**config.mk**
```make
export PLATFORM = sky130hd
export DESIGN_NAME = fir_filter
export DESIGN_NICKNAME = d
export VERILOG_FILES = /design/src/logic/fir_pkg.sv /design/src/logic/carry_skip_adder.sv /design/src/logic/vedic_multiplier.sv /design/src/logic/signed_tap_multiplier.sv /design/src/logic/tap_delay_line.sv /design/src/logic/tap_accumulator.sv /design/src/logic/fir_filter.sv
export VERILOG_INCLUDE_DIRS = /design/src /design/src/logic
export SDC_FILE = /design/constraint.sdc
export NUM_CORES = 2
export LEC_CHECK = 0
export ABC_AREA = 0
export BUFFER_PORTS_ARGS = -buffer_cell sky130_fd_sc_hd__buf_2
export CAP_MARGIN = 20
export CORE_UTILIZATION = 63
export CTS_CLUSTER_DIAMETER = 150
export DETAILED_ROUTE_END_ITERATION = 6
export PLACE_DENSITY = 0.79
export SETUP_SLACK_MARGIN = 0.02
export SYNTH_ARGS = -nofsm -noshare
export SYNTH_HDL_FRONTEND = slang
export SYNTH_SLANG_ARGS = --single-unit
export TNS_END_PERCENT = 1
```
**constraint.sdc**
```tcl
create_clock -name clk -period 24 [get_ports clk]
set_input_delay 2.4 -clock clk [delete_from_list [all_inputs] [get_ports clk]]
set_output_delay 2.4 -clock clk [all_outputs]
set_load 0.05 [all_outputs]
```
**src/logic/fir_defs.svh**
```systemverilog
`ifndef FIR_DEFS_SVH
`define FIR_DEFS_SVH

// Datapath widths.
`define FIR_SAMPLE_W  16
`define FIR_COEFF_W   16
`define FIR_PRODUCT_W 32
`define FIR_SUM_W     33

`define FIR_TAPS 8

// Symmetric low-pass taps. Coefficient 1 sits on the newest sample.
`define FIR_COEFF_1 16'hDDBB // -8773.
`define FIR_COEFF_2 16'hEA8E // -5490.
`define FIR_COEFF_3 16'h33DB // 13275.
`define FIR_COEFF_4 16'h6808 // 26632.
`define FIR_COEFF_5 16'h6808
`define FIR_COEFF_6 16'h33DB
`define FIR_COEFF_7 16'hEA8E
`define FIR_COEFF_8 16'hDDBB

`endif

```
**src/logic/fir_pkg.sv**
```systemverilog
`include "fir_defs.svh"

package fir_pkg;

  typedef logic signed [`FIR_SAMPLE_W-1:0]  sample_t;
  typedef logic signed [`FIR_COEFF_W-1:0]   coeff_t;
  typedef logic signed [`FIR_PRODUCT_W-1:0] product_t;
  typedef logic signed [`FIR_SUM_W-1:0]     sum_t;

  // One entry per delay stage, newest at index 0.
  typedef sample_t  tap_array_t [`FIR_TAPS];
  typedef product_t product_array_t [`FIR_TAPS];

endpackage

```
**src/logic/carry_skip_adder.sv**
```systemverilog
module carry_skip_adder #(
  parameter int width = 8
) (
  input  logic [width-1:0] x,
  input  logic [width-1:0] y,
  output logic [width-1:0] sum
);

  logic             carry_in;
  logic [width-1:0] propagate;
  logic [width-1:0] ripple;    // Carry into each bit.
  logic             skip_all;
  logic             msb_carry;

  assign carry_in  = 1'b0;
  assign propagate = x ^ y;
  assign ripple[0] = carry_in;

  // Full-adder cells below the top bit.
  genvar i;
  generate
    for (i = 0; i < width - 1; i++) begin : g_cell
      assign sum[i]      = propagate[i] ^ ripple[i];
      assign ripple[i+1] = (x[i] & y[i]) | (propagate[i] & ripple[i]);
    end
  endgenerate

  // When every lower bit propagates, the carry-in skips straight to the top.
  assign skip_all  = &propagate[width-2:0];
  assign msb_carry = skip_all ? carry_in : ripple[width-1];

  // Carry out of the top bit is dropped. Sum wraps.
  assign sum[width-1] = propagate[width-1] ^ msb_carry;

endmodule

```
**src/logic/vedic_multiplier.sv**
```systemverilog
module vedic_multiplier #(
  parameter int width = 16
) (
  input  logic [width-1:0]   a,
  input  logic [width-1:0]   b,
  output logic [2*width-1:0] result
);

  generate
    if (width == 2) begin : g_base
      logic a1_b0;
      logic a0_b1;
      logic a1_b1;
      logic carry_1;

      assign result[0] = a[0] & b[0];
      assign a1_b0     = a[1] & b[0];
      assign a0_b1     = a[0] & b[1];
      assign a1_b1     = a[1] & b[1];

      // First half adder on the cross terms.
      assign result[1] = a1_b0 ^ a0_b1;
      assign carry_1   = a1_b0 & a0_b1;

      assign result[2] = a1_b1 ^ carry_1; // Second half adder.
      assign result[3] = a1_b1 & carry_1;
    end else begin : g_split
      localparam int half = width / 2;

      logic [width-1:0]      q0;        // Low by low.
      logic [width-1:0]      q1;        // High a by low b.
      logic [width-1:0]      q2;        // Low a by high b.
      logic [width-1:0]      q3;        // High by high.
      logic [width-1:0]      mid_sum;
      logic [width+half-1:0] cross_sum;
      logic [width+half-1:0] upper_sum;

      vedic_multiplier #(.width(half)) u_lo_lo (
        .a      (a[half-1:0]),
        .b      (b[half-1:0]),
        .result (q0)
      );

      vedic_multiplier #(.width(half)) u_hi_lo (
        .a      (a[width-1:half]),
        .b      (b[half-1:0]),
        .result (q1)
      );

      vedic_multiplier #(.width(half)) u_lo_hi (
        .a      (a[half-1:0]),
        .b      (b[width-1:half]),
        .result (q2)
      );

      vedic_multiplier #(.width(half)) u_hi_hi (
        .a      (a[width-1:half]),
        .b      (b[width-1:half]),
        .result (q3)
      );

      // Upper half of q0 joins q1; cannot overflow width bits.
      carry_skip_adder #(.width(width)) u_add_mid (
        .x   ({{half{1'b0}}, q0[width-1:half]}),
        .y   (q1),
        .sum (mid_sum)
      );

      carry_skip_adder #(.width(width + half)) u_add_cross (
        .x   ({{half{1'b0}}, q2}),
        .y   ({q3, {half{1'b0}}}),
        .sum (cross_sum)
      );

      carry_skip_adder #(.width(width + half)) u_add_upper (
        .x   ({{half{1'b0}}, mid_sum}),
        .y   (cross_sum),
        .sum (upper_sum)
      );

      assign result = {upper_sum, q0[half-1:0]}; // Low bits pass straight.
    end
  endgenerate

endmodule

```
**src/logic/signed_tap_multiplier.sv**
```systemverilog
`include "fir_defs.svh"

module signed_tap_multiplier
  import fir_pkg::*;
(
  input  sample_t  sample,
  input  coeff_t   coeff,
  output product_t product
);

  logic                        sample_neg;
  logic                        coeff_neg;
  logic                        negate;
  logic [`FIR_SAMPLE_W-1:0]    sample_mag;
  logic [`FIR_COEFF_W-1:0]     coeff_mag;
  logic [`FIR_PRODUCT_W-1:0]   product_mag;

  assign sample_neg = sample[`FIR_SAMPLE_W-1];
  assign coeff_neg  = coeff[`FIR_COEFF_W-1];
  assign negate     = sample_neg ^ coeff_neg;

  // Magnitude of -32768 comes out as 16'h8000.
  assign sample_mag = sample_neg ? -sample : sample;
  assign coeff_mag  = coeff_neg ? -coeff : coeff;

  // Unsigned core on the magnitudes.
  vedic_multiplier #(
    .width (`FIR_SAMPLE_W)
  ) u_core (
    .a      (sample_mag),
    .b      (coeff_mag),
    .result (product_mag)
  );

  // Magnitude is at most 2**30, so the signed result always fits.
  assign product = negate ? -product_t'(product_mag) : product_t'(product_mag);

endmodule

```
**src/logic/tap_delay_line.sv**
```systemverilog
`include "fir_defs.svh"

module tap_delay_line
  import fir_pkg::*;
(
  input  logic       clk,
  input  logic       reset,
  input  logic       clk_enable,
  input  sample_t    filter_in,
  output tap_array_t taps
);

  // Shift on enabled edges only; hold otherwise.
  always_ff @(posedge clk or posedge reset) begin
    if (reset) begin
      for (int i = 0; i < `FIR_TAPS; i++) begin
        taps[i] <= '0;
      end
    end else if (clk_enable) begin
      taps[0] <= filter_in; // Newest sample.
      for (int i = 1; i < `FIR_TAPS; i++) begin
        taps[i] <= taps[i-1];
      end
    end
  end

endmodule

```
**src/logic/tap_accumulator.sv**
```systemverilog
`include "fir_defs.svh"

module tap_accumulator
  import fir_pkg::*;
(
  input  logic           clk,
  input  logic           reset,
  input  logic           clk_enable,
  input  product_array_t products,
  output sum_t           filter_out
);

  sum_t extended [`FIR_TAPS];
  sum_t partial  [`FIR_TAPS]; // Running sum after each tap.

  genvar k;
  generate
    for (k = 0; k < `FIR_TAPS; k++) begin : g_extend
      assign extended[k] = sum_t'(products[k]); // Sign extension.
    end
  endgenerate

  assign partial[0] = extended[0];

  // Seven adders in tap order.
  generate
    for (k = 1; k < `FIR_TAPS; k++) begin : g_chain
      carry_skip_adder #(
        .width (`FIR_SUM_W)
      ) u_add (
        .x   (partial[k-1]),
        .y   (extended[k]),
        .sum (partial[k])
      );
    end
  endgenerate

  always_ff @(posedge clk or posedge reset) begin
    if (reset) begin
      filter_out <= '0;
    end else if (clk_enable) begin
      filter_out <= partial[`FIR_TAPS-1];
    end
  end

endmodule

```
**src/logic/fir_filter.sv**
```systemverilog
`include "fir_defs.svh"

module fir_filter
  import fir_pkg::*;
(
  input  logic    clk,
  input  logic    reset,
  input  logic    clk_enable,
  input  sample_t filter_in,
  output sum_t    filter_out
);

  tap_array_t     taps;
  product_array_t products;
  coeff_t         coeffs [`FIR_TAPS];

  assign coeffs[0] = `FIR_COEFF_1; // Newest sample.
  assign coeffs[1] = `FIR_COEFF_2;
  assign coeffs[2] = `FIR_COEFF_3;
  assign coeffs[3] = `FIR_COEFF_4;
  assign coeffs[4] = `FIR_COEFF_5;
  assign coeffs[5] = `FIR_COEFF_6;
  assign coeffs[6] = `FIR_COEFF_7;
  assign coeffs[7] = `FIR_COEFF_8; // Oldest sample.

  tap_delay_line u_delay_line (
    .clk        (clk),
    .reset      (reset),
    .clk_enable (clk_enable),
    .filter_in  (filter_in),
    .taps       (taps)
  );

  genvar k;
  generate
    for (k = 0; k < `FIR_TAPS; k++) begin : g_tap
      signed_tap_multiplier u_mult (
        .sample  (taps[k]),
        .coeff   (coeffs[k]),
        .product (products[k])
      );
    end
  endgenerate

  // Adder chain and output register.
  tap_accumulator u_accumulator (
    .clk        (clk),
    .reset      (reset),
    .clk_enable (clk_enable),
    .products   (products),
    .filter_out (filter_out)
  );

endmodule

```
---- Word level (Yosys, flattened, before mapping) ----
Index checks and enable logic that the tools add are counted.
word-level totals
  flip-flop bits (word level) ............. 161
  input bits .............................. 19
  output and inout bits ................... 33
  logic and storage cells ................. 5592
cells by class
  add/subtract/negate cells ............... 16
  multiplexer cells ....................... 199
  bitwise operators ....................... 5185
  reductions and logical operators ........ 183
operators with widths
  operator                          number
  AND 1 bit                         2358
  XOR 1 bit                         1522
  OR 1 bit                          829
  AND reduction 11 bit              52
  XOR 8 x 12 -> 12 bit              40
  XOR 16 x 24 -> 24 bit             16
  AND reduction 23 bit              16
  AND reduction 5 bit               56
  two-way mux 32 bit                8
  negator 32 bit                    8
  XOR 33 bit                        7
  AND reduction 32 bit              7
  XOR 2 x 4 -> 4 bit                56
  AND reduction 7 bit               28
  two-way mux 1 bit                 183
  XOR 1 bit (first input constant)  130
  two-way mux 16 bit                8
  negator 16 bit                    8
  XOR 4 x 8 -> 8 bit                16
  AND reduction 15 bit              8
  XOR 8 x 16 -> 16 bit              6
  AND 1 bit (first input constant)  95
  XOR 4 x 6 -> 6 bit                15
  XOR 3 x 5 -> 5 bit                16
  11 further kinds                  95

---- Longest topological paths before layout ----
  depth in word-level cells ............... 571
  depth in mapped cells ................... 80
  depth with buffers taken out ............ 80

---- Hierarchy ----
From an unflattened synthesis, not the netlist that was laid out.
unflattened totals
  cells, all modules ...................... 15616
  area, all modules ....................... 165571.3 um2
modules (own cells, without submodules)
  module                                                                                             times used  cells an instance  area each (um2)  seq. area each (um2)
  carry_skip_adder (g_tap[0].u_mult.u_core.g_split.u_hi_hi.g_split.u_hi_hi.g_split.u_add_cross ...)  256         17                 187.7            0.0
  carry_skip_adder (g_tap[0].u_mult.u_core.g_split.u_hi_hi.g_split.u_add_cross ...)                  64          32                 404.1            0.0
  vedic_multiplier (g_tap[0].u_mult.u_core.g_split.u_hi_hi.g_split.u_hi_hi.g_split.u_hi_hi ...)      512         6                  50.0             0.0
  carry_skip_adder (g_tap[0].u_mult.u_core.g_split.u_hi_hi.g_split.u_hi_hi.g_split.u_add_mid ...)    128         12                 116.4            0.0
  carry_skip_adder (g_tap[0].u_mult.u_core.g_split.u_add_cross ...)                                  16          60                 812.0            0.0
  signed_tap_multiplier                                                                              8           197                1326.3           0.0
  carry_skip_adder (g_tap[0].u_mult.u_core.g_split.u_hi_hi.g_split.u_add_mid ...)                    32          21                 265.3            0.0
  carry_skip_adder (u_accumulator.g_chain[1].u_add ...)                                              7           80                 1121.1           0.0
  tap_delay_line                                                                                     1           271                4825.9           3203.1
  carry_skip_adder (g_tap[0].u_mult.u_core.g_split.u_add_mid ...)                                    8           41                 544.3            0.0
  tap_accumulator                                                                                    1           71                 1385.1           825.8
  vedic_multiplier (g_tap[0].u_mult.u_core ...)                                                      168         1                  3.8              0.0
  fir_filter                                                                                         1           2                  7.5              0.0

---- Least setup slack after synthesis ----
Ideal clock, no wire load.
  kind .................................... register to register
  start point ............................. register u_delay_line.taps[95] in the netlist's numbering
  end point ............................... register u_accumulator.filter_out[32]
  setup time .............................. 0.125 ns
  arrival ................................. 20.962 ns
  required time ........................... 23.875 ns
  path slack .............................. 2.913 ns
  cell stages (with the launch flop) ...... 65
  path buffers ............................ 2
  clock period less this slack ............ 21.087 ns
  cell sequence ........................... dfrtp_1 > clkbuf_1 > clkbuf_1 > o31ai_1 > xor2_1 > inv_1 > ha_1 > fa_1 > ha_1 > fa_1 > ha_1 > or2_2 > ha_1 > inv_1 > fa_1 > fa_1 > fa_1 > fa_1 > [... 29 more ...] > fa_1 > fa_1 > inv_1 > fa_1 > fa_1 > inv_1 > fa_1 > inv_1 > ha_1 > nand4_1 > or4_1 > o21ai_0 > xor2_1 > xnor2_1 > xnor3_1 > xnor3_1 > xnor2_1 > mux2_4
on the way
  longest elaborated chain between the ends .. 88
  elaborated cells on any way between the ends .. 1492
  classes of those cells .................. add/sub (2); mux (39); bitwise (1414); reduce/logical (37)
RTL lines
  item                                                 line                                            source
  start: declaration                                   tap_delay_line.sv:10                            output tap_array_t taps
  start signal: indexed assignment                     tap_delay_line.sv:22                            taps[i] <= taps[i-1];
  two-way mux 16 bit                                   signed_tap_multiplier.sv:23                     assign sample_mag = sample_neg ? -sample : sample;
  AND 1 bit                                            vedic_multiplier.sv:23                          assign carry_1 = a1_b0 & a0_b1;
  AND 1 bit or XOR 1 bit (tied branches)               vedic_multiplier.sv:26, vedic_multiplier.sv:25
  XOR 2 x 4 -> 4 bit or AND 1 bit (tied branches)      carry_skip_adder.sv:16, carry_skip_adder.sv:24
  AND 1 bit or XOR 1 bit (tied branches)               carry_skip_adder.sv:24, carry_skip_adder.sv:23
  OR 1 bit or XOR 4 x 5 -> 5 bit (tied branches)       carry_skip_adder.sv:24, carry_skip_adder.sv:16
  AND 1 bit or XOR 1 bit (tied branches)               carry_skip_adder.sv:24, carry_skip_adder.sv:23
  two-way mux 1 bit (tied with other cells)            carry_skip_adder.sv:30                          assign msb_carry = skip_all ? carry_in : ripple[width-1];
  [... 15 more ...]                                    -
  XOR 8 x 16 -> 16 bit or OR 1 bit (tied branches)     carry_skip_adder.sv:16, carry_skip_adder.sv:24
  XOR 1 bit or AND 1 bit (tied branches)               carry_skip_adder.sv:23, carry_skip_adder.sv:24
  XOR 16 x 24 -> 24 bit (tied with other cells)        carry_skip_adder.sv:16                          assign propagate = x ^ y;
  XOR 1 bit or AND 1 bit (tied branches)               carry_skip_adder.sv:23, carry_skip_adder.sv:24
  negator 32 bit (tied with other cells)               signed_tap_multiplier.sv:36                     assign product = negate ? -product_t'(product_mag) : product_t'(product_mag);
  two-way mux 32 bit (*)                               signed_tap_multiplier.sv:36
  branches (longest 58 deep; another with XOR 33 bit)  -
  XOR 1 bit (*)                                        carry_skip_adder.sv:33                          assign sum[width-1] = propagate[width-1] ^ msb_carry;
  end signal: assignment                               tap_accumulator.sv:42                           filter_out <= partial[`FIR_TAPS-1];
  end: declaration                                     tap_accumulator.sv:10                           output sum_t filter_out
Mark *: on every way between the ends.
A chain may end at the register's enable or synchronous reset.

---- Final worst setup path ----
  start point ............................. register u_delay_line.taps[80] in the netlist's numbering
  end point ............................... register u_accumulator.filter_out[32]
on the way
  longest elaborated chain between the ends .. 89
  elaborated cells on any way between the ends .. 1492
  classes of those cells .................. add/sub (2); mux (39); bitwise (1414); reduce/logical (37)
RTL lines
  item                                                 line                                            source
  negator 16 bit                                       signed_tap_multiplier.sv:23
  two-way mux 16 bit (*)                               signed_tap_multiplier.sv:23
  AND 1 bit                                            vedic_multiplier.sv:23
  AND 1 bit or XOR 1 bit (tied branches)               vedic_multiplier.sv:26, vedic_multiplier.sv:25
  XOR 2 x 4 -> 4 bit or AND 1 bit (tied branches)      carry_skip_adder.sv:16, carry_skip_adder.sv:24
  AND 1 bit or XOR 1 bit (tied branches)               carry_skip_adder.sv:24, carry_skip_adder.sv:23
  OR 1 bit or XOR 4 x 5 -> 5 bit (tied branches)       carry_skip_adder.sv:24, carry_skip_adder.sv:16
  AND 1 bit or XOR 1 bit (tied branches)               carry_skip_adder.sv:24, carry_skip_adder.sv:23
  [... 46 more ...]                                    -
  OR 1 bit (tied with other cells)                     carry_skip_adder.sv:24                          assign ripple[i+1] = (x[i] & y[i]) | (propagate[i] & ripple[i]);
  AND 1 bit (tied with other cells)                    carry_skip_adder.sv:24
  OR 1 bit (tied with other cells)                     carry_skip_adder.sv:24
  XOR 1 bit (tied with other cells)                    carry_skip_adder.sv:23                          assign sum[i] = propagate[i] ^ ripple[i];
  negator 32 bit (tied with other cells)               signed_tap_multiplier.sv:36
  two-way mux 32 bit (*)                               signed_tap_multiplier.sv:36
  branches (longest 28 deep; another with XOR 33 bit)  -
  XOR 1 bit (*)                                        carry_skip_adder.sv:33
Marks and branches as above.

==> results_dict.tcl <==
set metrics [dict create \
    synthMuxAreaShare_pct 3.29 \
    tightest_slew_ps 1130 \
    crit_fanout 14 \
    start_util_pct 64.1 \
    via_per_inst 5.65 \
    reg2reg_to "u_accumulator.filter_out[32]" \
    r2r-start "u_delay_line.taps[80]" \
    cts_setup_buffers 0 \
    ys.warnings.count 0 \
    path_class "register to register" \
    setup-tns-final_ps 0 \
    final_nets 7033 \
    synth-xor-area-share_pct 8.05 \
    dieWidth_um 284 \
    hp-start "u_accumulator.filter_out[5]" \
    cp-start-kind "register" \
    hold_violations 0 \
    rsz0062_at_grt "false" \
    core_area_um2 78000 \
    clk_path_buf_depth 2 \
    synthFlopType "dfrtp_1" \
    gp_congestion 1.02 \
    syn_inst 5089 \
    crit_top_cell "fa_1" \
    grt_pass1_wl_mm 203 \
    cp_slowest_stage_delay_ps 680 \
    slew_headroom_pct 24.3 \
    clock_skew_ps 15.0 \
    first_iter_violations 2118 \
    portBuffers 51 \
    clk_latency_ps 490 \
    yosysSeqAreaShare_pct 8.06 \
    period_needed_ps 22580 \
    synthAdderAreaFrac_pct 57.9 \
    firstDrtPassIters 6 \
    ys_ff_latch 161 \
    slew_viol_final 0 \
    maxCapViolCount 0 \
    die_h_um 284 \
    cts_sinks 161 \
    async_reset_ff_share_pct 100 \
    synth_top_family_by_area "adder cells" \
    grt_pass1_vias 37400 \
    setup_viol 0 \
    fp.dieArea_um2 80500 \
    cts_buffers 17 \
    via_count 34900 \
    area_delta_synth_final_pct 4.30 \
    synth_edf_count 0 \
    htreeDepth 4 \
    drc 0 \
    clk_pin_slew_ps 80 \
    postCtsHoldBufs 0 \
    period_share_pct 94.1 \
    cts_tree "yes" \
    grt_usage_pct 32.4 \
    routedWlPerCell_um 20.6 \
    syn_avg_cell_area_um2 9.82 \
    r2r_slack_ps 1420 \
    finalWirelength_mm 127 \
    outcome "finished, final reports clean" \
    hold_path_class "register to register" \
    crit_arrival_ps 22960 \
    yosys.area_share.simple_pct 8.14 \
    max_freq_mhz 44.3 \
    synth_compound_gate_area_share_pct 4.53 \
    crit_slowest_cell "dfrtp_1" \
    grt_max_degree 80 \
    synth_area_um2 50000 \
    ant_nets 0 \
    clockRootBuffer "clkbuf_16" \
    critical_path_required_ps 24380 \
    cp-end-kind "register" \
    drive_gt1_share_pct 5.57 \
    core.rowCount 102 \
    antenna_found_initial 2 \
    pin_count 52 \
    cts.repair.resized 0 \
    min_to "u_accumulator.filter_out[5]" \
    grt_overflow 0 \
    syn-num-nets 6998 \
    rr_worst_depth 63 \
    hpwl_mm 111 \
    synth.distinct_cells 64 \
    holdPathStages 1 \
]
## worst max-delay path, delay by kind of cell (launching register included)
| family | cells | cell delay, ps |
|---|---|---|
| adder cells (fa/ha/maj) | 41 | 17280 |
| AND/OR/NAND/NOR | 4 | 1360 |
| XOR/XNOR | 6 | 1270 |
| buffers and inverters | 8 | 830 |
| flip-flops | 1 | 680 |
| multiplexers | 2 | 590 |
| AO/OA/AOI/OAI | 2 | 420 |
## area by class of cell
class | instances | area (um^2)
Antenna cell | 2 | 5.00
Inverter | 1273 | 4780
Tap cell | 1040 | 1300
Fill cell | 6032 | 25900
Multi-Input combinational cell | 3587 | 40900
Clock inverter | 15 | 165
Clock buffer | 17 | 425
Sequential cell | 161 | 4030
Timing Repair Buffer | 84 | 504
## cells in the mapped netlist, types with 4 or more instances
library cell	n	area [um^2]
mux2i_1	4	40.0
nor4_1	32	200
nor3_1	29	145
xnor2_1	245	2150
or3_1	27	169
and3_1	14	87.6
a31oi_1	23	144
nand2b_1	21	131
clkbuf_1	57	214
and4_1	9	78.8
buf_1	10	37.5
o31ai_1	55	413
o41ai_1	37	324
nand3_1	76	380
nand4_1	177	1110
fa_1	701	14000
a21oi_1	56	280
nand4b_1	5	43.8
or4_1	30	225
dfrtp_1	161	4030
nor2_1	103	387
or2_2	13	81.3
xor2_1	197	1730
o31a_1	18	158
inv_1	1271	4770
a21boi_0	13	97.6
nand2_1	171	642
o21ai_0	111	556
nor4b_1	4	35.0
mux2_2	141	1590
nor2b_1	13	81.3
o21a_1	11	82.6
a41oi_1	6	52.6
xnor3_1	5	113
and2_1	11	68.8
ha_1	1189	14900
## kinds of logic after synthesis
family / after synthesis
AOI/OAI and AO/OA: 347
xor gates and xnor gates: 449
adders and majority gates: 1890
buffers and inverters: 1341
DFF: 161
muxes: 146
and+or+nand+nor: 755
## cells in the final DEF, fill, tap and decap left out, types with 21 or more instances in the layout
cell type	instances
fa_1	701
nor3_1	29
nor4_1	32
a31oi_1	23
o31ai_1	55
nand3_1	76
xor2_1	197
xnor2_1	245
buf_4	31
mux2_2	141
dfrtp_1	161
nand2b_1	21
ha_1	1189
buf_2	50
or4_1	30
nand4_1	177
nand2_1	171
o21ai_0	111
a21oi_1	56
nor2_1	103
inv_1	1270
o41ai_1	37
or3_1	27
## worst max path at each step
| stage | start | end | slack (ps) |
|---|---|---|---|
| 4_1_cts | u_delay_line.taps[80] | u_accumulator.filter_out[32] | 1520 |
| 2_1_floorplan | u_delay_line.taps[95] | u_accumulator.filter_out[32] | 2910 |
| 3_5_place_dp | u_delay_line.taps[80] | u_accumulator.filter_out[32] | 1590 |
| 6_report | u_delay_line.taps[80] | u_accumulator.filter_out[32] | 1420 |
| 5_1_grt | u_delay_line.taps[80] | u_accumulator.filter_out[32] | 580 |
| 3_3_place_gp | u_delay_line.taps[80] | u_accumulator.filter_out[32] | 1890 |
## state kept, by name, indices dropped and copies added (netlist names)
name	count
u_accumulator.filter_out	33
u_delay_line.taps	128
## through the flow
step	cells	worst slack [ps]	utilization, %	area, um^2	hold WS [ps]
after floorplan	5089	2910	-	50000	488
after CTS	6175	1520	66.8	52100	508
after global placement	6143	1890	66.1	51500	486
after detailed placement	6143	1590	66.1	51500	491
after global routing	6177	584	66.8	52100	523
final	6179	1420	66.8	52100	504
## layer usage
layer	track usage [%]	vias to the layer above	part of all wire (%)
met1	38.8	17400	40
met2	58.4	1043	51
met3	3.14	301	4.3
met5	0	-	0.020
li1	-	16100	-
met4	15.2	4	5.2
Power is not shown: default switching activity piles up to over one toggle a cycle in this logic, so the estimate is an artifact.
